### src/icache_pkg.sv
// shared types for the L1 instruction cache
// address field widths, fetch address split, line and memory request,
// controller state encoding
`default_nettype none

package icache_pkg;

  localparam int tag_w    = 20;  // address bits 31..12
  localparam int index_w  = 8;   // address bits 11..4
  localparam int offset_w = 2;   // word within line, bits 3..2
  localparam int line_w   = 128; // four 32-bit words

  // byte address split into cache fields
  typedef struct packed {
    logic [tag_w-1:0]    tag;   // compared against tag array
    logic [index_w-1:0]  index; // line select
    logic [offset_w-1:0] word;  // word select
    logic [1:0]          pad;   // byte bits, ignored
  } fetch_addr_t;

  // word 0 sits in the low bits
  typedef logic [3:0][31:0] line_t;

  // line request toward the next level
  typedef struct packed {
    logic [tag_w+index_w-1:0] line_addr; // tag and index
  } mem_req_t;

  // miss handling states
  typedef enum logic [1:0] {
    lookup    = 2'd0, // normal hit pipeline
    miss_req  = 2'd1, // one-cycle mem_req
    miss_wait = 2'd2, // waiting for mem_resp
    refill_wr = 2'd3  // answer from refill, restart pipe
  } ctrl_state_t;

endpackage

`default_nettype wire
### src/icache_req_latch.sv
// fetch request pipeline, two entries
// stage_a is in the array read, stage_b is in the tag compare
`timescale 1ns/10ps
`default_nettype none

module icache_req_latch
  import icache_pkg::*;
(
  input  logic        clk,
  input  logic        rst_n,
  input  logic        fetch_req,   // single-cycle strobe
  input  logic [31:0] fetch_addr,  // byte address
  input  logic        hold,        // freeze both entries
  input  logic        replay,      // end of refill, restart the pipe
  output fetch_addr_t stage_a,
  output logic        stage_a_vld,
  output fetch_addr_t stage_b,
  output logic        stage_b_vld
);

  logic advance; // pipe moves this cycle

  assign advance = ~hold | replay; // replay lets held stage_a go back through the read

  // control state, cleared by reset
  always_ff @(posedge clk or negedge rst_n) begin
    if (!rst_n) begin
      stage_a_vld <= 1'b0;
      stage_b_vld <= 1'b0;
    end else if (advance) begin
      stage_b_vld <= stage_a_vld; // entry moves into compare
      stage_a_vld <= fetch_req;   // strobes during stall never get here
    end
  end

  // address payload, no reset
  always_ff @(posedge clk) begin
    if (advance) begin
      stage_b <= stage_a;
      stage_a <= fetch_addr_t'(fetch_addr);
    end
  end

endmodule

`default_nettype wire

### config.mk
export PLATFORM = sky130hd
export DESIGN_NAME = icache_req_latch
export DESIGN_NICKNAME = d
export VERILOG_FILES = /design/src/icache_pkg.sv /design/src/icache_req_latch.sv
export SDC_FILE = /design/constraint.sdc
export NUM_CORES = 1
export LEC_CHECK = 0
export ABC_AREA = 1
export BUFFER_PORTS_ARGS = -buffer_cell sky130_fd_sc_hd__buf_2
export CAP_MARGIN = 20
export CORE_MARGIN = 2
export CORE_UTILIZATION = 50
export CTS_BUF_LIST = sky130_fd_sc_hd__clkbuf_4 sky130_fd_sc_hd__clkbuf_8
export CTS_CLUSTER_DIAMETER = 50
export DETAILED_ROUTE_END_ITERATION = 12
export PLACE_DENSITY = 0.89
export SYNTH_ARGS = -nofsm -noshare
export SYNTH_HDL_FRONTEND = slang
export SYNTH_SLANG_ARGS = --single-unit
export TNS_END_PERCENT = 1
### constraint.sdc
create_clock -name clk -period 2.33 [get_ports clk]
set_clock_uncertainty 0.15 [all_clocks]
set_input_delay 0 -clock clk [delete_from_list [all_inputs] [get_ports clk]]
set_output_delay 0 -clock clk [all_outputs]
set_load 0.005 [all_outputs]
== Yosys cells after proc, flatten, opt, wreduce, memory -nomap -nowiden ==
Cells that the tools add are included.

* Register bits: 66
* Bits of input ports: 37
* Output and inout port bits: 66
* Word-level logic and storage cells: 12

* Bitwise logic cells: 2

{| class="wikitable"
|+ Operators by type and width
! operator !! count
|-
| $not A1 Y1 || 1
|-
| $or A1 B1 Y1 || 1
|}

== Depth between registers and ports, before layout ==
* Depth after elaboration: 2
* Depth in mapped cells: 4

== Worst setup path before layout ==
Ideal clock, no wire load.

* Path type: input to register
* From: in replay
* To: reg stage_a[0] (netlist name) (enable)
* Setup time: 0.395 ns
* Arrival time: 0.849 ns
* Required time: 1.785 ns
* Path slack: 0.937 ns
* Stages on the path: 2
* Buffers on the path: 0
* Cells stage by stage: inv_1 -> nand2_2

* Word-level cells in the longest chain between the ends: 1

{| class="wikitable"
|+ Ends and longest elaborated chain
! element !! RTL line !! RTL
|-
| start: declaration || icache_req_latch.sv:14 || <nowiki>input logic replay,</nowiki>
|-
| $or A1 B1 Y1 || icache_req_latch.sv:23 || <nowiki>assign advance = ~hold | replay;</nowiki>
|-
| named net advance || icache_req_latch.sv:21 || <nowiki>logic advance;</nowiki>
|-
| end signal: assignment || icache_req_latch.sv:40 || <nowiki>stage_a <= fetch_addr_t'(fetch_addr);</nowiki>
|-
| end: declaration || icache_req_latch.sv:15 || <nowiki>output fetch_addr_t stage_a,</nowiki>
|}

The timed path passes the listed nets, and every way through them passes these cells.
A chain may end at the register's enable or synchronous reset.

== Final worst setup path ==
* From: in hold
* To: reg stage_a_vld

* Word-level cells in the longest chain between the ends: 2

{| class="wikitable"
|+ Ends and longest elaborated chain
! element !! RTL line !! RTL
|-
| start: declaration || icache_req_latch.sv:13 || <nowiki>input logic hold,</nowiki>
|-
| $not A1 Y1 || icache_req_latch.sv:23 ||
|-
| $or A1 B1 Y1 || icache_req_latch.sv:23 ||
|-
| named net advance || icache_req_latch.sv:21 ||
|-
| end signal: assignment || icache_req_latch.sv:32 || <nowiki>stage_a_vld <= fetch_req;</nowiki>
|-
| end: declaration || icache_req_latch.sv:16 || <nowiki>output logic stage_a_vld,</nowiki>
|}

The timed path passes the listed nets, and every way through them passes these cells.

==> results.yml <==
run_status:
  status: "complete, no violations"
sta:
  fin_tns_setup_ps: 0
  slew_violations: 0
  finalSetupViolCount: 0
  rsz0062_at_grt: "no"
  finalCritPeriodShare: 0.7454
  hold_violations: 0
  max_freq_mhz: 575.8
  slew_headroom: 0.7084
  min_period_ps: 1737
  tightestPinTransition_ps: 437.4
critical_path:
  path_class: "in2reg"
  cp.required_ps: 2440
  end_kind: "register"
  crit_arrival_ps: 1850
  critPathMaxStageDelay_ps: 550
  worstSetupStartpoint: "hold"
  timing.rr.start: "stage_a_vld"
  cp_cell_sequence: "dlygate4sd3_1 > buf_2 > nand2_2 > buf_4 > nand2_1 > nand2_1 > dlygate4sd3_1"
  crit_fanout: 29
  worstSetupStartpointType: "input port"
  cp_slowest_cell: "dlygate4sd3_1"
final_layout:
  synthToLayoutAreaGrowth_pct: 56.11
  antenna_cells: 0
  nets: 264
  multiInputGateArea_um2: 31.28
  layout-drive-gt1-share: 0.5130
  seqCellArea_um2: 1972
  nFillCells: 179
yosys:
  syn_area_per_cell_um2: 27.12
  synth_nets: 111
  synth_area_leaders: "edfxtp_1, dfrtp_1, nand2_1, nand3_1, nand2_2"
  synth_seq_cells: 66
  synthDistinctLibCells: 6
  yosys.area.top_type: "edfxtp_1"
  netlist.area_leader.share: 0.9576
  yosysWarnings: 0
  ys_seq_area_frac: 0.9825
  netlist_area_um2: 2007
  synth_cells: 74
detailed_routing:
  via_per_inst: 4.729
  initialDrtViolationCount: 85
  route.detailed.drc: 0
  routed_wl_um: 4853
  ant_nets: 0
  drt-pass1-iter-count: 4
  vias: 1324
  wl_per_cell_um: 17.33
hold_path:
  hold_path_class: "in2reg"
  min_from: "fetch_addr[4]"
clock_network:
  clockRootBuffer: "clkbuf_8"
  post_cts_resized: 0
  numCtsBuffers: 9
  cts.reportedPaths.clkPinSlew_ps: 60
  cts_tree: "done"
  cts_sinks: 66
  clock_latency_ps: 320
  post-cts-setup-buffer-count: 0
  h-tree-depth: 3
  clockBufferDepth: 2
power_and_ir_drop:
  clkPwrFrac: 0.310
  power.internal_mw: 1.998
  combPwrFrac: 0.099
  finalPower_mw: 2.518
  power.switching_uw: 520.3
  swShare: 0.2066
  seq_power_share: 0.591
  powerDensity_nw_per_um2: 803.8
  peakVddDrop_mv: 0.4936
  power.leakage_nw: 1.353
floorplan:
  core_um2: 3943
  start_util: 0.5090
  die_w_um: 67.36
  dieArea_um2: 4537
  boundaryPins: 103
  num_rows: 23
  die_h_um: 67.36
place:
  port_buffers: 102
  place.gp.congestion: 0.6996
grt:
  grt_overflow: 0
  first_global_vias: 1308
  track_usage: 0.2334
  antenna_found_initial: 0
  grt_pass1_wl_um: 6989
  grt_max_degree: 38
flow_run:
  max_cap_viol_count: 0
synth_stat cells:
cell,number
dfrtp_1,2
edfxtp_1,64
inv_1,1
nand2_1,4
nand2_2,1
nand3_1,2
kinds of logic after synthesis:
family	share of synthesized area
simple gates	0.01559
buf+inv	0.001869
flops	0.9825
per-stage QoR:
stage	cell area (µm²)	setup WS [ps]	instances	utilization	hold slack, ps
2_1_floorplan	2007	936.8	74	-	-445.6
3_3_place_gp	2595	1253	228	0.6582	-360.7
3_5_place_dp	2595	1169	228	0.6582	-358.7
4_1_cts	3133	630.0	280	0.7947	222.0
5_1_grt	3133	532.0	280	0.7947	224.3
6_report	3133	593.2	280	0.7947	242.1
layout make-up:
class,count,share of cell area
clock buffer,13,0.04912
clock inverter,1,0.001198
inverter,1,0.001198
tap,50,0.01997
timing repair buffer,142,0.2891
multi-input combinational,7,0.009984
sequential,66,0.6294
power by group through the flow:
stage	sequential (mW)	combinational [mW]	clock, mW
global route	1.50	0.271	0.850
floorplan	1.52	0.0196	0
finish	1.49	0.249	0.781
global placement	1.50	0.184	0
CTS	1.48	0.243	0.788
detailed placement	1.50	0.193	0
flip-flops by register name, indices dropped and copies added, names as in the netlist:
name	flops
stage_a_vld	1
stage_b_vld	1
stage_b	32
stage_a	32
layout by cell type (no fill, tap or decap), drive strengths merged:
cell and n:
buf 104, edfxtp 64, dlygate4sd3 38, clkbuf 13, nand2 5, nand3 2, dfrtp 2, inv 1
clkinv 1
critical path, delay by kind of cell:
kind,cells,cell delay [ps]
buffers and inverters,4,1590
AND/OR/NAND/NOR,3,250
metal layers:
layer  up-vias  track usage  part of all wire
met5         -            0                 0
met4         0      0.08929             0.013
met3         6       0.1383              0.12
met2        93       0.3465              0.49
met1       628       0.2818              0.38
li1        597            -                 -
worst paths after layout:
path | endpoint | slack [ps] | cells past startpoint
max reg2reg | stage_a_vld | 900 | 3
max | stage_a_vld | 590 | 7
max in group asynchronous | stage_b_vld | 1500 | 3
min reg2reg | stage_b[26] | 290 | 0
min | stage_a[4] | 240 | 2
min in group asynchronous | stage_a_vld | 400 | 3
what timing repair did:
action | 4_1_cts | 5_1_grt
hold buffers | 38 | 0
hold endpoints to repair | 36 | 0
endpoints found under the setup margin | 0 | 0
No activity file was read; power rests on OpenSTA's default activity.
