## src/icache_pkg.sv

```systemverilog
// shared types for the L1 instruction cache
// address field widths, fetch address split, line and memory request,
// controller state encoding
`default_nettype none

package icache_pkg;

  localparam int tag_w    = 20;  // address bits 31..12
  localparam int index_w  = 8;   // address bits 11..4
  localparam int offset_w = 2;   // word within line, bits 3..2
  localparam int line_w   = 128; // four 32-bit words

  // byte address split into cache fields
  typedef struct packed {
    logic [tag_w-1:0]    tag;   // compared against tag array
    logic [index_w-1:0]  index; // line select
    logic [offset_w-1:0] word;  // word select
    logic [1:0]          pad;   // byte bits, ignored
  } fetch_addr_t;

  // word 0 sits in the low bits
  typedef logic [3:0][31:0] line_t;

  // line request toward the next level
  typedef struct packed {
    logic [tag_w+index_w-1:0] line_addr; // tag and index
  } mem_req_t;

  // miss handling states
  typedef enum logic [1:0] {
    lookup    = 2'd0, // normal hit pipeline
    miss_req  = 2'd1, // one-cycle mem_req
    miss_wait = 2'd2, // waiting for mem_resp
    refill_wr = 2'd3  // answer from refill, restart pipe
  } ctrl_state_t;

endpackage

`default_nettype wire
```

## src/icache_ctrl.sv

```systemverilog
// cache controller
// tag compare on stage_b, miss and refill FSM, memory line request,
// array addressing and response control for the word selector
`timescale 1ns/10ps
`default_nettype none

module icache_ctrl
  import icache_pkg::*;
(
  input  logic               clk,
  input  logic               rst_n,
  input  fetch_addr_t        stage_a,
  input  logic               stage_a_vld,
  input  fetch_addr_t        stage_b,
  input  logic               stage_b_vld,
  input  logic [tag_w-1:0]   tag_rd,       // tag of stage_b's line
  input  logic               valid,        // valid of stage_b's line
  input  logic               mem_resp,     // line arrives
  output logic [index_w-1:0] array_index,
  output logic               array_we,
  output logic [tag_w-1:0]   tag_wd,
  output logic               hold,         // also the stall output
  output logic               replay,
  output logic               mem_req,      // one cycle per miss
  output mem_req_t           mem_req_addr,
  output logic               sel_fire,     // response this cycle
  output logic [offset_w-1:0] sel_word,
  output logic               sel_refill    // use refill line
);

  ctrl_state_t state_q;
  ctrl_state_t state_d;
  logic        hit;      // stage_b found in cache
  logic        miss_now; // stage_b needs a refill

  // compare against the line read at the last edge
  assign hit      = stage_b_vld & valid & (tag_rd == stage_b.tag);
  assign miss_now = stage_b_vld & ~hit;

  // next state
  always_comb begin
    state_d = state_q;
    case (state_q)
      lookup: begin
        if (miss_now) state_d = miss_req;
      end
      miss_req: begin
        state_d = miss_wait;  // request sent this cycle
      end
      miss_wait: begin
        if (mem_resp) state_d = refill_wr; // line written now
      end
      refill_wr: begin
        state_d = lookup;     // pipe restarts
      end
      default: begin
        state_d = lookup;
      end
    endcase
  end

  always_ff @(posedge clk or negedge rst_n) begin
    if (!rst_n) state_q <= lookup;
    else        state_q <= state_d;
  end

  // stall rises with the miss, falls while answering from refill
  always_comb begin
    case (state_q)
      lookup:    hold = miss_now;
      refill_wr: hold = 1'b0;
      default:   hold = 1'b1;
    endcase
  end

  assign replay = (state_q == refill_wr);

  // arrays follow stage_a in the pipe, stage_b while refilling
  always_comb begin
    if (state_q == lookup || state_q == refill_wr) begin
      // falls back to stage_b when stage_a is empty
      array_index = stage_a_vld ? stage_a.index : stage_b.index;
    end else begin
      array_index = stage_b.index; // write target
    end
  end

  assign array_we = (state_q == miss_wait) & mem_resp; // tag and line together
  assign tag_wd   = stage_b.tag;

  // memory side, address held stable by the frozen latch
  assign mem_req                = (state_q == miss_req);
  assign mem_req_addr.line_addr = {stage_b.tag, stage_b.index};

  // word selector control
  assign sel_fire   = ((state_q == lookup) & hit) | (state_q == refill_wr);
  assign sel_word   = stage_b.word;
  assign sel_refill = array_we | (state_q == refill_wr); // capture, then use

endmodule

`default_nettype wire

```

## config.mk

```make
export PLATFORM = sky130hd
export DESIGN_NAME = icache_ctrl
export DESIGN_NICKNAME = d
export VERILOG_FILES = /design/src/icache_pkg.sv /design/src/icache_ctrl.sv
export SDC_FILE = /design/constraint.sdc
export NUM_CORES = 1
export LEC_CHECK = 0
export ABC_CLOCK_PERIOD_IN_PS = 2300
export BUFFER_PORTS_ARGS = -buffer_cell sky130_fd_sc_hd__clkbuf_2
export CELL_PAD_IN_SITES_DETAIL_PLACEMENT = 1
export CELL_PAD_IN_SITES_GLOBAL_PLACEMENT = 1
export CORE_MARGIN = 4
export CORE_UTILIZATION = 15
export DETAILED_ROUTE_END_ITERATION = 6
export MAX_ROUTING_LAYER = met4
export PLACE_DENSITY_LB_ADDON = 0.15
export SLEW_MARGIN = 15
export SYNTH_ARGS = -nofsm -noshare
export SYNTH_HDL_FRONTEND = slang
export SYNTH_SLANG_ARGS = --single-unit
```

## constraint.sdc

```tcl
create_clock -name clk -period 2.3 [get_ports clk]
set_input_delay 0.69 -clock clk [delete_from_list [all_inputs] [get_ports clk]]
set_output_delay 0.69 -clock clk [all_outputs]
set_load 0.02 [all_outputs]
```

Word level (Yosys, flattened, before mapping)
Index checks and enable logic that the tools add are counted.
{"block": "word_totals", "register_bits": 2, "word_cells": 24, "input_bits": 90, "output_inout_bits": 64}
{"block": "op_classes", "reduce_logical": 3, "eq_ne": 6, "muxes": 6, "bitwise": 8}
{"cell": "$eq A20 B20 Y1", "count": 1}
{"cell": "$mux W8", "count": 2}
{"cell": "$pmux W2 S4", "count": 1}
{"cell": "$and A1 B1 Y1", "count": 5}
{"cell": "$eq A2 B2 Y1 const B", "count": 2}
{"cell": "$mux W2", "count": 2}
{"cell": "$ne A2 B2 Y1 const B", "count": 2}
{"cell": "$eq A2 B1 Y1 const B", "count": 1}
{"cell": "$logic_not A2 Y1", "count": 1}
{"cell": "$or A1 B1 Y1", "count": 2}
{"cell": "$pmux W1 S2", "count": 1}
{"cell": "$reduce_and A2 Y1", "count": 1}
{"cell": "$logic_or A1 B1 Y1", "count": 1}
{"cell": "$not A1 Y1", "count": 1}

Longest topological paths before layout
Gate-level depths: netlist of run 1.
{"block": "logic_depth", "word_depth": 6, "ltp_mapped": 6, "ltp_nobuf": 6}

Worst setup path before layout of run 1
No wires, ideal clock.
{"block": "synth_path", "path_kind": "in2out", "startpoint": "in stage_b[26] (netlist name)", "endpoint": "out sel_fire", "t_arrival_ns": 1.800, "slack_ns": -0.190, "n_path_buf": 0, "required_ns": 1.610, "cell_stages": 5, "cell_sequence": "xnor2_1 nand4_1 or4_4 nor2_4 or2_1"}
{"block": "synth_between", "elab_chain_len": 4}
{"element": "start: declaration", "line": "icache_ctrl.sv:14", "source": "input fetch_addr_t stage_b,"}
{"element": "$eq A20 B20 Y1", "line": "icache_ctrl.sv:37", "source": "assign hit = stage_b_vld & valid & (tag_rd == stage_b.tag);"}
{"element": "$and A1 B1 Y1", "line": "icache_ctrl.sv:37"}
{"element": "$and A1 B1 Y1", "line": "icache_ctrl.sv:96", "source": "assign sel_fire = ((state_q == lookup) & hit) | (state_q == refill_wr);"}
{"element": "$or A1 B1 Y1", "line": "icache_ctrl.sv:96"}
{"element": "end: declaration", "line": "icache_ctrl.sv:26", "source": "output logic sel_fire,"}
Every way passes these cells.

Final worst setup path of run 1
{"block": "layout_path", "startpoint": "in stage_b[22] (netlist name)", "endpoint": "out sel_fire"}
Same word-level chain as after synthesis.

==> impl_metrics.py, run 1 <==
metrics = {
    "synth": {
        "yosysUniqueCellTypes": 23,
        "ys_seq_elements": 2,
        "ys_seq_area_frac": 0.0536,
        "syn_inst": 114,
        "syn_area_per_cell_um2": 8.19,
        "synth_nets": 209,
        "ys_warn_count": 0,
        "syn_area_um2": 933,
    },
    "layout": {
        "largest_reg_flops": 2,
        "top_register": "state_q",
        "mostFrequentLayoutCell": "clkbuf_2",
        "drive_gt1_frac": 0.845,
        "final_nets": 335,
        "final_cell_mix": "clkbuf_2 (108), buf_4 (42), buf_6 (11)",
        "synthToLayoutAreaGrowth_pct": 108,
        "top_regs": "state_q (2)",
        "antenna-diode-count": 0,
        "n_fill_cell": 766,
        "fin_cells": 313,
    },
    "power": {
        "fin_total_pwr_w": 0.00141,
        "p_leak_nw": 1.10,
        "p_per_area_nw_per_um2": 728,
        "peakVddDrop_mv": 0.378,
    },
    "die": {
        "fp-row-count": 28,
        "coreArea_um2": 5990,
        "start_util": 0.156,
        "ios": 154,
        "die_area_um2": 7550,
        "die_h_um": 86.9,
        "fp.dieW_um": 86.9,
    },
    "placed_design": {
        "portBuffers": 123,
        "place_hpwl_mm": 3.16,
        "dp_cells": 290,
        "gp_congestion": 0.686,
    },
    "run_status": {
        "violations": "setup timing",
        "status": "finished with violations",
    },
    "clock_tree": {
        "clkTransAtPathRegs_ps": 30,
        "worstSkewPairLatency_ps": 210,
        "cts_max_path_buffers": 2,
        "cts_tree": "built",
        "cts-hold-fix-buffers": 0,
        "htree_levels": 1,
        "cts_made_buffers": 3,
        "numClockSinks": 2,
        "ctsRootBufferMaster": "clkbuf_8",
    },
    "detailed_routing": {
        "drt-total-wl_mm": 3.76,
        "wire_per_inst_um": 12.0,
        "via_count": 1157,
        "final_antenna_net_count": 0,
        "via_per_inst": 3.70,
        "route.detailed.drc": 0,
        "first_pass_iters": 3,
        "drt_iter0_drc": 3,
    },
    "global_routing": {
        "grt_start_max_net_pins": 9,
        "overflow": 0,
        "grt_pass1_vias": 1297,
        "grt_antenna_before_repair": 0,
        "grt_pass1_wl_mm": 5.71,
        "grtUsageTotal": 0.0945,
    },
    "setup_path": {
        "worstPathMaxFanout": 3,
        "crit_path_start_kind": "primary input",
        "critPathRequiredTime_ps": 1610,
        "critPathKind": "in -> out",
        "endpoint_kind": "output pin",
        "worstPathArrival_ps": 2060,
    },
    "sta": {
        "grt_setup_unrepaired": "yes",
        "slew_headroom": 0.783,
        "fin_ws_ps": -449,
        "maxSlewViolCount": 0,
        "finClkSkew_ps": 1.16,
        "setup_viol": 6,
        "fmax_mhz": 364,
        "fin_crit_sh": 1.20,
        "hold_viol_final": 0,
        "period_needed_ps": 2750,
        "tightest_slew_ps": 323,
    },
    "worst_hold_path": {
        "hold_path.class": "in -> async",
    },
    "run": {
        "max-cap-violations": 0,
    },
}
[critical path: stages]
cell and delay [ps]:
clkbuf_2 110, xnor2_2 150, nand4_1 210, or4_4 490, nor2_4 160, or2_4 140, buf_8 100
[layout make-up]
| class | instances | area (um2) | share of cell area |
|---|---|---|---|
| Multi-Input combinational cell | 58 | 613 | 0.315 |
| Sequential cell | 2 | 50.0 | 0.0257 |
| Inverter | 3 | 11.3 | 0.00579 |
| Clock buffer | 3 | 41.3 | 0.0212 |
| Tap cell | 75 | 93.8 | 0.0483 |
| Timing Repair Buffer | 172 | 1130 | 0.584 |
[power by group]
| group | internal, W | total, W | leakage, nW | switching (W) |
|---|---|---|---|---|
| registers | 0.0000556 | 0.0000687 | 0.0238 | 0.0000130 |
| clock network | 0.000110 | 0.000135 | 0.0216 | 0.0000244 |
| logic | 0.000666 | 0.00121 | 1.05 | 0.000545 |
[what timing repair did]
action	CTS	global route
setup endpoints to repair	10	12
resized for setup	32	37
pin swaps	8	4
buffers inserted	19	1
[cells by family (layout without fill, tap and decap cells)]
logic type,Yosys count,in the layout,share of synthesized area
AND/OR/NAND/NOR,21,21,0.143
multiplexers,8,8,0.0965
XOR/XNOR,20,20,0.188
buffers and inverters,54,178,0.418
adder cells (fa/ha/maj),5,5,0.0670
flip-flops,2,2,0.0536
AO/OA/AOI/OAI,4,4,0.0335
[per-layer routing]
| metal | GRT usage | vias up | wire [um] |
|---|---|---|---|
| met5 | - | - | 0 |
| met4 | 0.0312 | 0 | 81 |
| met3 | 0.0114 | 6 | 174 |
| met2 | 0.180 | 45 | 2250 |
| met1 | 0.0992 | 530 | 1260 |
| li1 | - | 576 | - |
[final timing paths]
kind                       slack [ps]         end   startpoint  depth (start not counted)
min in group clk                  690  state_q[1]   state_q[1]                          3
setup reg to reg                  -50  state_q[0]   state_q[1]                         14
hold reg to reg                   690  state_q[1]   state_q[1]                          3
max in group asynchronous        1940  state_q[1]        rst_n                          1
hold / removal                    260  state_q[0]        rst_n                          1
setup / recovery                 -450    sel_fire  stage_b[22]                          7
[synthesized netlist by cell type]
library cell | n | area share
or3_1 | 1 | 0.0067
inv_1 | 3 | 0.012
mux2_2 | 8 | 0.097
nor4_1 | 3 | 0.020
or4_4 | 1 | 0.012
clkbuf_1 | 1 | 0.0040
or2_1 | 1 | 0.0067
dfrtp_1 | 2 | 0.054
nand3_1 | 3 | 0.016
xor2_1 | 8 | 0.075
xnor2_1 | 12 | 0.11
ha_1 | 5 | 0.067
o211ai_1 | 2 | 0.016
a21oi_1 | 1 | 0.0054
buf_4 | 50 | 0.40
and2_1 | 2 | 0.013
nor2b_1 | 3 | 0.020
nor3_1 | 1 | 0.0054
nand4_1 | 3 | 0.020
or2_2 | 1 | 0.0067
nor2_4 | 1 | 0.012
nand2_1 | 1 | 0.0040
o221a_2 | 1 | 0.012
[stage by stage]
step | cell area (um2) | TNS, ps | hold WS, ps | util | setup slack [ps]
final | 1940 | -1220 | 264 | 0.325 | -449
after global routing | 1940 | -2020 | 263 | 0.325 | -530
after CTS | 1800 | -1800 | 260 | 0.301 | -464
after detailed placement | 1480 | -935 | 478 | 0.248 | -497
after global placement | 1480 | -939 | 478 | 0.248 | -500
after floorplan | 936 | -232 | 394 | - | -136
Note: power is estimated with default switching activity, not from simulation.
==> inputs of run 2 (changes only) <==
--- a/config.mk
+++ b/config.mk
@@ -5,7 +5,6 @@
 export SDC_FILE = /design/constraint.sdc
 export NUM_CORES = 1
 export LEC_CHECK = 0
-export ABC_CLOCK_PERIOD_IN_PS = 2300
 export BUFFER_PORTS_ARGS = -buffer_cell sky130_fd_sc_hd__clkbuf_2
 export CELL_PAD_IN_SITES_DETAIL_PLACEMENT = 1
 export CELL_PAD_IN_SITES_GLOBAL_PLACEMENT = 1
@@ -13,7 +12,7 @@
 export CORE_UTILIZATION = 15
 export DETAILED_ROUTE_END_ITERATION = 6
 export MAX_ROUTING_LAYER = met4
-export PLACE_DENSITY_LB_ADDON = 0.15
+export PLACE_DENSITY = 0.8
 export SLEW_MARGIN = 15
 export SYNTH_ARGS = -nofsm -noshare
 export SYNTH_HDL_FRONTEND = slang
==> run 2 against run 1 <==
  * The run still ends with setup timing left
  * Critical path type unchanged
  * Largest cell class unchanged
  * Final cell count fell by 6.1%
  * Non-clock buffer count fell by 19
  * Die area did not move
==> impl_metrics.py, run 2 (same netlist as run 1, synthesis figures left out) <==
metrics = {
    "die": {
        "coreArea_um2": 5990,
        "fp-row-count": 28,
        "die_area_um2": 7550,
        "die_h_um": 86.9,
        "ios": 154,
        "start_util": 0.156,
        "fp.dieW_um": 86.9,
    },
    "detailed_routing": {
        "via_count": 1083,
        "via_per_inst": 3.68,
        "route.detailed.drc": 0,
        "first_pass_iters": 2,
        "drt_iter0_drc": 10,
        "drt-total-wl_mm": 3.66,
        "wire_per_inst_um": 12.4,
        "final_antenna_net_count": 0,
    },
    "placed_design": {
        "dp_cells": 287,
        "dp_slack_ps": -511,
        "portBuffers": 123,
        "gp_congestion": 0.689,
        "place_hpwl_mm": 3.21,
        "placed_cell_area_um2": 1460,
    },
    "setup_path": {
        "worstPathMaxFanout": 3,
        "crit_slowest_cell": "or4_4",
        "critPathKind": "in -> out",
        "endpoint_kind": "output pin",
        "worstPathArrival_ps": 2010,
        "critPathRequiredTime_ps": 1610,
        "crit_path_start_kind": "primary input",
        "crit_chain": "clkbuf_2 -> xnor2_2 -> nand4_1 -> or4_4 -> nor2_4 -> or2_4 -> buf_8",
        "critPathMaxStageDelay_ps": 570,
    },
    "layout": {
        "drive_gt1_frac": 0.822,
        "mostFrequentLayoutCell": "clkbuf_2",
        "final_cell_mix": "clkbuf_2 (107), buf_4 (29), buf_8 (9)",
        "fin_cells": 294,
        "final_nets": 316,
        "top_regs": "state_q (2)",
        "antenna-diode-count": 0,
        "finalInstanceArea_um2": 1770,
        "largest_reg_flops": 2,
        "top_register": "state_q",
        "synthToLayoutAreaGrowth_pct": 89.9,
    },
    "global_routing": {
        "grt_pass1_vias": 1209,
        "overflow": 0,
        "grt_start_max_net_pins": 7,
        "grtUsageTotal": 0.0924,
        "grt_pass1_wl_mm": 5.50,
        "grt_antenna_before_repair": 0,
    },
    "clock_tree": {
        "cts_max_path_buffers": 2,
        "cts_tree": "built",
        "clkTransAtPathRegs_ps": 30,
        "worstSkewPairLatency_ps": 210,
        "cts_made_buffers": 3,
        "ctsRootBufferMaster": "clkbuf_8",
        "numClockSinks": 2,
        "htree_levels": 1,
    },
    "sta": {
        "maxSlewViolCount": 0,
        "finClkSkew_ps": 1.68,
        "fin_ws_ps": -401,
        "period_needed_ps": 2700,
        "slew_headroom": 0.730,
        "tightest_slew_ps": 402,
        "hold_viol_final": 0,
        "setup_viol": 8,
        "grt_setup_unrepaired": "yes",
        "fmax_mhz": 370,
        "finalSetupTns_ps": -832,
        "fin_crit_sh": 1.17,
    },
    "worst_hold_path": {
        "hold_path.class": "in -> async",
    },
    "power": {
        "fin_total_pwr_w": 0.00139,
        "p_per_area_nw_per_um2": 784,
        "peakVddDrop_mv": 0.434,
        "p_leak_nw": 0.990,
    },
    "run_status": {
        "status": "finished with violations",
        "violations": "setup timing",
    },
    "run": {
        "max-cap-violations": 0,
    },
}
==> run 2: worst max-delay path: cells and delay by family <==
kind | cells | cell delay (ps)
and+or+nand+nor | 4 | 960
xor gates and xnor gates | 1 | 140
buffers and inverters | 2 | 210
==> run 2: what timing repair did <==
item                       4_1_cts  5_1_grt
setup endpoints to repair       10       11
pin swaps                        8       10
buffers inserted                 3        1
resized for setup               33       33
hold buffers                     0        0
==> run 2: layout make-up <==
class                           instances  area (um2)
Inverter                                3        11.3
Timing Repair Buffer                  153         978
Fill cell                             743        4220
Multi-Input combinational cell         58         598
Sequential cell                         2        50.0
Tap cell                               75        93.8
Clock buffer                            3        41.3
==> run 2: worst paths after layout <==
path                        startpoint          to  slack (ps)  cells past startpoint
min in group clk            state_q[0]  state_q[0]         670                      2
hold reg to reg             state_q[0]  state_q[0]         670                      2
setup / recovery           stage_b[14]    sel_fire        -400                      7
max in group asynchronous        rst_n  state_q[1]        1930                      1
setup reg to reg            state_q[0]  state_q[1]         570                      6
hold / removal                   rst_n  state_q[0]         260                      1
==> run 2: metal layers <==
layer | wire length (um) | GRT usage | part of all wire | vias to the layer above
met1 | 1120 | 0.0905 | 0.31 | 500
met4 | 0 | 0.0212 | 0 | 0
met3 | 218 | 0.00473 | 0.060 | 0
met2 | 2320 | 0.193 | 0.63 | 47
li1 | - | - | - | 536
met5 | 0 | - | 0 | -
==> run 2: metrics by stage <==
| step | hold WS (ps) | utilization |
|---|---|---|
| finish | 263 | 0.296 |
| global route | 262 | 0.296 |
| CTS | 259 | 0.277 |
| detailed placement | 482 | 0.244 |
| global placement | 482 | 0.244 |
| floorplan | 394 | - |
==> run 2: where the power goes <==
group	total (W)	internal [W]	switching, W
sequential	0.0000673	0.0000556	0.0000116
combinational	0.00118	0.000642	0.000542
clock	0.000138	0.000111	0.0000276
