<file path="config.mk">
export PLATFORM = sky130hd
export DESIGN_NAME = icache_word_sel
export DESIGN_NICKNAME = d
export VERILOG_FILES = /design/src/icache_pkg.sv /design/src/icache_word_sel.sv
export SDC_FILE = /design/constraint.sdc
export NUM_CORES = 1
export LEC_CHECK = 0
export ABC_CLOCK_PERIOD_IN_PS = 2200
export BUFFER_PORTS_ARGS = -buffer_cell sky130_fd_sc_hd__buf_2
export CAP_MARGIN = 20
export CORE_ASPECT_RATIO = 1.2
export CORE_UTILIZATION = 44
export DETAILED_ROUTE_END_ITERATION = 7
export PLACE_DENSITY = 0.8
export RECOVER_POWER = 50
export SLEW_MARGIN = 20
export SYNTH_ARGS = -nofsm -noshare
export SYNTH_HDL_FRONTEND = slang
export SYNTH_SLANG_ARGS = --single-unit
export TNS_END_PERCENT = 20
</file>
<file path="constraint.sdc">
create_clock -name clk -period 2.2 [get_ports clk]
set_input_delay 0.55 -clock clk [delete_from_list [all_inputs] [get_ports clk]]
set_output_delay 0.55 -clock clk [all_outputs]
set_load 0.01 [all_outputs]
</file>
<file path="src/icache_pkg.sv">
// shared types for the L1 instruction cache
// address field widths, fetch address split, line and memory request,
// controller state encoding
`default_nettype none

package icache_pkg;

  localparam int tag_w    = 20;  // address bits 31..12
  localparam int index_w  = 8;   // address bits 11..4
  localparam int offset_w = 2;   // word within line, bits 3..2
  localparam int line_w   = 128; // four 32-bit words

  // byte address split into cache fields
  typedef struct packed {
    logic [tag_w-1:0]    tag;   // compared against tag array
    logic [index_w-1:0]  index; // line select
    logic [offset_w-1:0] word;  // word select
    logic [1:0]          pad;   // byte bits, ignored
  } fetch_addr_t;

  // word 0 sits in the low bits
  typedef logic [3:0][31:0] line_t;

  // line request toward the next level
  typedef struct packed {
    logic [tag_w+index_w-1:0] line_addr; // tag and index
  } mem_req_t;

  // miss handling states
  typedef enum logic [1:0] {
    lookup    = 2'd0, // normal hit pipeline
    miss_req  = 2'd1, // one-cycle mem_req
    miss_wait = 2'd2, // waiting for mem_resp
    refill_wr = 2'd3  // answer from refill, restart pipe
  } ctrl_state_t;

endpackage

`default_nettype wire
</file>
<file path="src/icache_word_sel.sv">
// response word select
// holds the refill line, picks array or refill line and the addressed word
`timescale 1ns/10ps
`default_nettype none

module icache_word_sel
  import icache_pkg::*;
(
  input  logic                clk,
  input  logic                rst_n,
  input  logic                fire,        // answer this cycle
  input  logic [offset_w-1:0] word,
  input  logic                use_refill,  // without fire it loads the line
  input  line_t               line_rd,     // from data array
  input  line_t               refill_line, // from next level
  output logic                resp_valid,
  output logic [31:0]         resp_data
);

  line_t refill_q; // line kept for the answer after mem_resp
  line_t src;      // selected source line

  // captured in the mem_resp cycle
  always_ff @(posedge clk or negedge rst_n) begin
    if (!rst_n) begin
      refill_q <= '0;
    end else if (use_refill && !fire) begin
      refill_q <= refill_line;
    end
  end

  assign src = use_refill ? refill_q : line_rd; // refill answer skips the array

  assign resp_valid = fire;
  assign resp_data  = src[word]; // addressed 32-bit word

endmodule

`default_nettype wire

</file>
* Word-level counts from Yosys, hierarchy flattened
Index checks and enable logic that the tools add are counted. Widths: inputs -> output; s select.
Operators by class: reductions and logical operators 2, order comparisons 1, multiplexer cells 3
Operators with widths (number):
- $mux 128 | 1
- $bmux 32 s2 | 1
- $mux 32 | 1
- $lt 2x3->1 const B | 1
- $logic_and 1x1->1 | 1
- $logic_not 1->1 | 1
Word-level totals: input bits 262, logic and storage cells 10, output and inout bits 33, flip-flop bits (word level) 128

* Depth between registers and ports, before layout
Gate-level depths: netlist of run 1.
depth after elaboration 3, gate-level depth with buffers 4, depth with buffers taken out 2

* Least setup slack after synthesis of run 1
Ideal clock, no wire load.
path type input to output, from input port use_refill, to output port resp_data[11], data required time 1650 ps, buffers on the path 2, arrival 1673 ps, path slack -23 ps, cell stages on the path 4, cells stage by stage buf_6 > buf_6 > mux4_1 > mux2_2
On the way: longest elaborated chain between the ends 3
Ends and longest elaborated chain:
- start, declared | line icache_word_sel.sv:13 | input logic use_refill,
- $mux 128 | line icache_word_sel.sv:32 | assign src = use_refill ? refill_q : line_rd;
- $bmux 32 s2 | line icache_word_sel.sv:35 | assign resp_data = src[word];
- $mux 32 (not written as such) | line icache_word_sel.sv:35
- end, declared | line icache_word_sel.sv:17 | output logic [31:0] resp_data
No other way between the ends. The select of a mux whose other input is x is not followed.

* Worst setup path after layout of run 1
from input port use_refill, to output port resp_data[1]
Same word-level chain as after synthesis.

==> impl_metrics.csv, run 1 <==
group,metric,value,unit
synth,syn_inst,386,
synth,ys_ff_latch,128,
final_layout,regMostFlops,"refill_q",
synth,yosysUniqueCellTypes,11,
final_layout,layout-drive-gt1-share,80.95,%
sta,max_freq,427.4,MHz
critical_path,cp-start-kind,"input pin",
sta,rsz0062_at_grt,"yes",
placement,placed_area,8576,sq um
placement,port_buffers,294,
drt,first_pass_iters,4,
final_layout,largest_reg_flops,128,
power_and_ir_drop,p_leak,4.322,nW
final_layout,layout.nets,949,
final_layout,final_cells,903,
synth,synth_area,6800,sq um
grt,grt_max_degree,70,
power_and_ir_drop,power_frac_seq,39.9,%
drt,viasPerCell,5.433,
run_status,failed_checks,"capacitance limit, slew limit, setup timing",
final_layout,fin_util,62.94,%
sta,post-route-min-period,2.340,ns
sta,maxSlewHeadroom,-2.700,%
drt,ant_nets,0,
floorplan,die_w,115.5,microns
hold_path,min_path_cells,2,
grt,antenna_found_initial,1,
floorplan,die_area,15960,sq um
critical_path,r2r-end,"refill_q[25]",
power_and_ir_drop,p_int,5.562,mW
power_and_ir_drop,totalPowerFinal,7.288,mW
hold_path,hold_path_end,"refill_q[80]",
critical_path,critical_path.slowest_cell,"mux4_1",
critical_path,criticalPathCategory,"input pin to primary output",
synth,synthesis.nets,648,
clock_tree,clockBufferDepth,2,
drt,drt_iter0_markers,220,
clock_tree,cts_tree,"built",
floorplan,coreArea,15020,sq um
power_and_ir_drop,pwr-share-comb,22.2,%
sta,hold_ws,0.3625,ns
clock_tree,numClockSinks,128,
critical_path,cp_cell_sequence,"buf_16 > buf_16 > mux4_1 > mux2_2 > buf_6",
final_layout,area_delta_synth_final,39.02,%
placement,hpwl,13580,microns
clock_tree,postCtsSetupBuffers,0,
final_layout,final_common_cell,"buf_2",
drt,drc_errors,0,
sta,fin_worst_skew,0,ns
sta,tightestPinTransition,1.540,ns
grt,grt_overflow,0,
final_layout,layout_common_cells,"buf_2, mux2_2, dfrtp_1",
placement,dpl.cell_count,865,
job,maxCapViolCount,1,
drt,wl_per_cell,21.05,microns
power_and_ir_drop,clockPowerShare,37.9,%
hold_path,hp-start,"refill_line[80]",
sta,finalHoldViolations,0,
critical_path,crit_fanout,7,
sta,drv_slew,32,
placement,routabilityCongestion,0.8253,
power_and_ir_drop,switching_share,23.69,%
placement,post-place-ws,-0.2987,ns
grt,grt_use_total,24.33,%
clock_tree,cts_root_buffer,"clkbuf_16",
synth,ys_warn_count,0,
critical_path,r2r_cells,1,
clock_tree,clkLatencyLatePin,0.41,ns
critical_path,required,1.65,ns
sta,layout_worst_path_cycle_share,106.3,%
critical_path,cp_top_family,"multiplexers",
clock_tree,h-tree-depth,4,
critical_path,slowest_delay,0.54,ns
hold_path,worst_hold_path_type,"input pin to register",
power_and_ir_drop,ir_worst_vdd,530.3,uV
floorplan,io_pins,295,
grt,grt_pass1_wl,28800,microns
critical_path,rrSetupSlack,1.39,ns
sta,setup_tns,-3.338,ns
drt,wl,19010,microns
drt,num_vias,4906,
critical_path,crit_top_cell,"buf_16",
synth,synth.avg_cell_area,17.62,sq um
floorplan,die_h,138.2,microns
floorplan,start_util,45.27,%
run_status,outcome,"complete, but fails checks",
critical_path,end_kind,"primary output",
critical_path,crit_buf_inv,3,
synth,seq_area_frac_synth,47.10,%
critical_path,r2r-start,"refill_q[25]",
final_layout,fin_area,9454,sq um
power_and_ir_drop,p_per_area,770.9,nW/um^2
grt,grt_pass1_vias,5570,
clock_tree,path_clk_slew,0.06,ns
critical_path,cp.arrival,1.79,ns
clock_tree,cts_made_buffers,17,
final_layout,top_regs,"refill_q x128",
sta,setup_ws,-0.1396,ns
floorplan,rows,49,
power_and_ir_drop,power.switching,1.727,mW
sta,setup_viol,32,
## worst max-delay path by stage
stage	from	endpoint	slack, ns	cells after the start
after floorplan	word[1]	resp_data[10]	-0.01	4
after global placement	use_refill	resp_data[23]	-0.28	5
after detailed placement	use_refill	resp_data[4]	-0.30	5
after CTS	use_refill	resp_data[24]	-0.21	5
after global routing	use_refill	resp_data[13]	-0.17	5
final	use_refill	resp_data[1]	-0.14	5
## routing by layer
metal / global-route usage [%] / wire, microns / up-vias / part of all wire (%)
met2: 43.59 / 10520 / 257 / 55
met5: 0 / 0 / - / 0
met1: 27.36 / 6886 / 2500 / 36
met4: 8.886 / 376 / 0 / 2.0
met3: 6.357 / 1219 / 33 / 6.4
li1: - / - / 2116 / -
## synth_stat cells
library cell	n	share of area, %
mux2_2	160	26
dfrtp_1	128	47
mux4_1	40	15
mux4_2	24	7.9
buf_2	13	0.96
buf_1	9	0.50
buf_6	7	1.2
clkbuf_1	2	0.11
buf_4	1	0.11
clkbuf_2	1	0.074
nor2b_1	1	0.092
## power by group through the flow
stage / Sequential (mW) / Combinational [mW] / Clock [mW]
2_1_floorplan: 2.84 / 0.869 / 0
3_3_place_gp: 2.90 / 1.32 / 0
3_5_place_dp: 2.93 / 1.38 / 0
4_1_cts: 2.90 / 1.54 / 2.82
5_1_grt: 2.94 / 1.73 / 2.95
6_report: 2.91 / 1.62 / 2.77
## logic make-up after synthesis
group,share of synthesized area [%]
buf+inv,2.907
flops,47.10
mux,49.90
simple gates,0.09206
## area by class of cell
type | count | area (sq um)
sequential | 128 | 3203
multi-input combinational | 225 | 3339
tap | 204 | 255.2
fill | 1104 | 5567
clock buffer | 25 | 505.5
antenna | 1 | 2.502
clock inverter | 5 | 77.57
timing repair buffer | 315 | 2071
## what timing repair did
item,4_1_cts,5_1_grt
gates resized for setup,67,34
cloned,4,3
hold buffers,0,0
setup endpoints to repair,32,32
endpoints found under the hold margin,0,0
No activity file was read; power rests on OpenSTA's default activity.
==> run 2, diff against run 1 <==
- REMOVE_ABC_BUFFERS: not set -> 1
==> run 2 against run 1 <==
Effect of this change:
- the flow still finishes with violations (capacitance limit, slew limit, setup timing)
- combinational power about the same
- clock skew is the same
- die area stayed put
- flip-flop and latch count did not move
- total power up 4.6%
- setup slack improved by 0.0065 ns
- largest cell class unchanged
- global-route usage rose by 0.35 points
- fmax is 0.28% higher
- register-to-register slack gained 0.03 ns
- wire length fell by 2.6%
- clock-buffer cell count decreased by 4
- clock power is 11% higher
==> impl_metrics.csv, run 2 (synthesis results as in run 1) <==
group,metric,value,unit
critical_path,slowest_delay,0.53,ns
drt,wl_met3,1445,microns
floorplan,io_pins,295,
clock_tree,h-tree-depth,4,
job,maxCapViolCount,1,
final_layout,layout-drive-gt1-share,81.43,%
clock_tree,postCtsSetupBuffers,0,
floorplan,rows,49,
power_and_ir_drop,ir_worst_vdd,524.3,uV
sta,layout_worst_path_cycle_share,106.0,%
run_status,failed_checks,"capacitance limit, slew limit, setup timing",
floorplan,die_area,15960,sq um
drt,drc_errors,0,
drt,viasPerCell,5.379,
floorplan,die_w,115.5,microns
clock_tree,numClockSinks,128,
placement,routabilityCongestion,0.7313,
critical_path,cp.arrival,1.78,ns
drt,wl_per_cell,20.46,microns
sta,tightestPinTransition,1.729,ns
clock_tree,path_clk_slew,0.06,ns
grt,grt_max_degree,129,
grt,antenna_found_initial,1,
final_layout,top_regs,"refill_q x128",
critical_path,cp_cell_sequence,"buf_16 > buf_16 > mux4_2 > mux2_4 > buf_6",
drt,ant_nets,0,
drt,wl,18510,microns
drt,drt_iter0_markers,199,
placement,hpwl,12460,microns
critical_path,crit_fanout,7,
clock_tree,cts_hold_buf,0,
clock_tree,cts_root_buffer,"clkbuf_16",
sta,rsz0062_at_grt,"yes",
clock_tree,clkLatencyLatePin,0.42,ns
grt,grt_pass1_wl,28950,microns
floorplan,start_util,45.27,%
sta,drv_slew,129,
drt,num_vias,4868,
hold_path,worst_hold_path_type,"input pin to register",
clock_tree,cts_tree,"built",
final_layout,largest_reg_flops,128,
critical_path,end_kind,"primary output",
run_status,outcome,"complete, but fails checks",
critical_path,crit_top_cell,"buf_16",
grt,grt_overflow,0,
grt,grt_pass1_vias,5584,
critical_path,cp_top_family,"multiplexers",
critical_path,required,1.65,ns
critical_path,criticalPathCategory,"input pin to primary output",
placement,post-place-ws,-0.3246,ns
sta,setup_tns,-3.161,ns
sta,setup_viol,32,
critical_path,critical_path.slowest_cell,"mux4_2",
critical_path,cp-start-kind,"input pin",
placement,port_buffers,294,
drt,wl_met2,9754,microns
drt,dr.max_layer_used,"met4",
final_layout,area_delta_synth_final,40.90,%
sta,fin_worst_skew,0,ns
final_layout,fin_area,9582,sq um
clock_tree,cts_made_buffers,17,
final_layout,regMostFlops,"refill_q",
final_layout,layout_common_cells,"buf_2, mux2_2, dfrtp_1",
power_and_ir_drop,p_leak,4.387,nW
sta,maxSlewHeadroom,-15.25,%
placement,placed_area,8572,sq um
final_layout,final_common_cell,"buf_2",
floorplan,coreArea,15020,sq um
final_layout,nFillCells,1086,
clock_tree,clockBufferDepth,2,
final_layout,layout.nets,949,
sta,finalHoldViolations,0,
critical_path,crit_buf_inv,3,
sta,max_freq,428.6,MHz
sta,setup_ws,-0.1331,ns
drt,met1_length,6863,microns
sta,post-route-min-period,2.333,ns
grt,grt_use_total,24.68,%
power_and_ir_drop,p_per_area,795.3,nW/um^2
floorplan,die_h,138.2,microns
drt,first_pass_iters,4,
[run 2: final cells by class]
| type | instances | area (sq um) | share of cell area, % |
|---|---|---|---|
| multi-input combinational | 225 | 3354 | 35.01 |
| sequential | 128 | 3203 | 33.43 |
| clock buffer | 21 | 460.4 | 4.805 |
| clock inverter | 11 | 185.2 | 1.933 |
| timing repair buffer | 315 | 2121 | 22.13 |
| antenna | 1 | 2.502 | 0.02612 |
| tap | 204 | 255.2 | 2.664 |
[run 2: through the flow]
step | total power, mW | std cells | utilization, % | hold WS, ns
after floorplan | 3.665 | 353 | - | 0.2544
after global placement | 4.191 | 865 | 57.07 | 0.4820
after detailed placement | 4.280 | 865 | 57.07 | 0.4878
after CTS | 7.632 | 904 | 63.56 | 0.2543
after global routing | 7.929 | 905 | 63.79 | 0.3424
final | 7.621 | 905 | 63.79 | 0.3560
[run 2: report_power, final]
group          internal (mW)  switching [mW]
Clock                   2.06            1.02
Combinational           1.08           0.563
Sequential              2.71           0.192
[run 2: layer usage]
metal  track usage [%]  up-vias
met4             10.73        0
met1             28.28     2474
met5                 0        -
met2             41.82      239
met3             7.891       35
li1                  -     2120
[run 2: what timing repair did]
item | CTS | global route
endpoints found under the setup margin | 32 | 32
pin swaps | 0 | 0
gates cloned | 7 | 0
gates resized for setup | 95 | 17
[run 2: path summary, 6_finish.rpt]
kind	startpoint	endpoint	slack [ns]	cells past startpoint
max in group asynchronous	rst_n	refill_q[66]	0.41	2
worst max register to register	refill_q[69]	refill_q[69]	1.42	1
worst min register to register	refill_q[95]	refill_q[95]	0.50	1
worst min-delay path	refill_line[48]	refill_q[48]	0.36	2
worst max-delay path	use_refill	resp_data[13]	-0.13	5
min in group asynchronous	rst_n	refill_q[43]	0.71	2
==> run 3, diff against run 2 <==
- HOLD_SLACK_MARGIN: not set -> 0.1
- MAX_ROUTING_LAYER: not set -> met4
- SKIP_LAST_GASP: not set -> 1
==> run 3 against run 2 <==
Effect of this change:
- the flow still finishes with violations (capacitance limit, slew limit, setup timing)
- global-route usage is 0.24 points higher
- via count fell by 0.12%
- flip-flop and latch count is the same
- die area unchanged
- largest cell class unchanged
- highest routed layer unchanged
==> impl_metrics.csv, run 3 (synthesis results as in run 1) <==
group,metric,value,unit
drt,dr.max_layer_used,"met4",
clock_tree,path_clk_slew,0.06,ns
sta,setup_ws,-0.1306,ns
critical_path,r2r-start,"refill_q[57]",
final_layout,final_cells,904,
final_layout,layout_common_cells,"buf_2, mux2_2, dfrtp_1",
drt,viasPerCell,5.378,
clock_tree,cts_tree,"built",
final_layout,insertedDiodeCount,0,
critical_path,rrSetupSlack,1.41,ns
critical_path,end_kind,"primary output",
hold_path,worst_hold_path_type,"input pin to register",
critical_path,cp.arrival,1.78,ns
drt,wl_per_cell,20.30,microns
critical_path,required,1.65,ns
floorplan,die_h,138.2,microns
final_layout,fin_area,9405,sq um
final_layout,final_common_cell,"buf_2",
clock_tree,cts_made_buffers,17,
sta,finalHoldViolations,0,
drt,wl,18350,microns
floorplan,die_w,115.5,microns
sta,tightestPinTransition,1.739,ns
clock_tree,cts_root_buffer,"clkbuf_16",
sta,setup_tns,-3.219,ns
critical_path,critical_path.slowest_cell,"mux4_2",
run_status,failed_checks,"capacitance limit, slew limit, setup timing",
drt,drt_iter0_markers,223,
placement,dpl.cell_count,865,
final_layout,nFillCells,1107,
critical_path,r2r_cells,1,
power_and_ir_drop,p_leak,4.291,nW
grt,grt_max_degree,129,
sta,max_freq,429.1,MHz
sta,setup_viol,32,
floorplan,coreArea,15020,sq um
placement,hpwl,12460,microns
drt,wl_met3,1358,microns
clock_tree,numClockSinks,128,
critical_path,cp_top_family,"multiplexers",
run_status,outcome,"complete, but fails checks",
floorplan,start_util,45.27,%
critical_path,cp_cell_sequence,"buf_16 > buf_16 > mux4_2 > mux2_2 > buf_6",
critical_path,cp-start-kind,"input pin",
clock_tree,cts_hold_buf,0,
clock_tree,clkLatencyLatePin,0.41,ns
final_layout,layout.nets,949,
critical_path,crit_fanout,8,
final_layout,regMostFlops,"refill_q",
hold_path,min_path_cells,2,
critical_path,r2r-end,"refill_q[57]",
grt,grt_overflow,0,
floorplan,io_pins,295,
sta,post-route-min-period,2.331,ns
clock_tree,postCtsSetupBuffers,0,
placement,port_buffers,294,
power_and_ir_drop,ir_worst_vdd,517.5,uV
drt,ant_nets,0,
critical_path,cp.depth,5,
drt,num_vias,4862,
grt,grt_use_total,24.92,%
drt,met1_length,6939,microns
final_layout,fin_util,62.62,%
hold_path,hold_path_end,"refill_q[48]",
final_layout,area_delta_synth_final,38.31,%
placement,routabilityCongestion,0.7401,
grt,grt_pass1_vias,5570,
critical_path,crit_top_cell,"buf_16",
sta,maxSlewHeadroom,-15.94,%
grt,grt_pass1_wl,28390,microns
job,maxCapViolCount,1,
final_layout,layout-drive-gt1-share,81.00,%
final_layout,largest_reg_flops,128,
sta,drv_slew,129,
clock_tree,h-tree-depth,4,
critical_path,slowest_delay,0.51,ns
sta,layout_worst_path_cycle_share,105.9,%
hold_path,hp-start,"refill_line[48]",
sta,fin_worst_skew,0,ns
final_layout,top_regs,"refill_q x128",
sta,rsz0062_at_grt,"yes",
critical_path,criticalPathCategory,"input pin to primary output",
placement,placed_area,8572,sq um
floorplan,rows,49,
drt,first_pass_iters,5,
power_and_ir_drop,p_per_area,795.8,nW/um^2
grt,antenna_found_initial,0,
drt,drc_errors,0,
floorplan,die_area,15960,sq um
critical_path,crit_buf_inv,3,
drt,wl_met2,9617,microns
clock_tree,clockBufferDepth,2,
run 3: worst max path at each step:
stage | startpoint | endpoint
2_1_floorplan | fire | refill_q[0]
3_3_place_gp | use_refill | resp_data[4]
3_5_place_dp | use_refill | resp_data[4]
4_1_cts | use_refill | resp_data[4]
5_1_grt | use_refill | resp_data[4]
6_report | use_refill | resp_data[17]
run 3: report_power, final:
part	leakage, nW	switching (mW)	internal (mW)
Clock	0.313	1.02	2.06
Combinational	2.48	0.536	0.972
Sequential	1.50	0.192	2.71
run 3: cell type report:
class                   instances  area (sq um)  share of cell area (%)
multi-input cells             225          3306                   35.15
repair buffers                315          1996                   21.22
flip-flops and latches        128          3203                   34.06
clock inverters                11         185.2                   1.969
clock buffers                  21         460.4                   4.896
well taps                     204         255.2                   2.714
run 3: per-layer routing:
layer,vias up,track usage [%]
li1,2121,-
met4,0,10.87
met2,255,41.03
met3,37,6.576
met5,-,-
met1,2449,28.29
run 3: repair_timing:
item | 4_1_cts | 5_1_grt
gates cloned | 7 | 0
setup endpoints to repair | 32 | 32
gates resized for setup | 49 | 24
run 3: per-stage QoR:
stage                     total power [mW]  setup slack (ns)  hold slack (ns)
after detailed placement             4.280           -0.3246           0.4878
after CTS                            7.499           -0.1528           0.2543
final                                7.485           -0.1306           0.3624
after global placement               4.191           -0.2599           0.4820
after global routing                 7.786           -0.1624           0.3476
after floorplan                      3.665            -4.887           0.2544
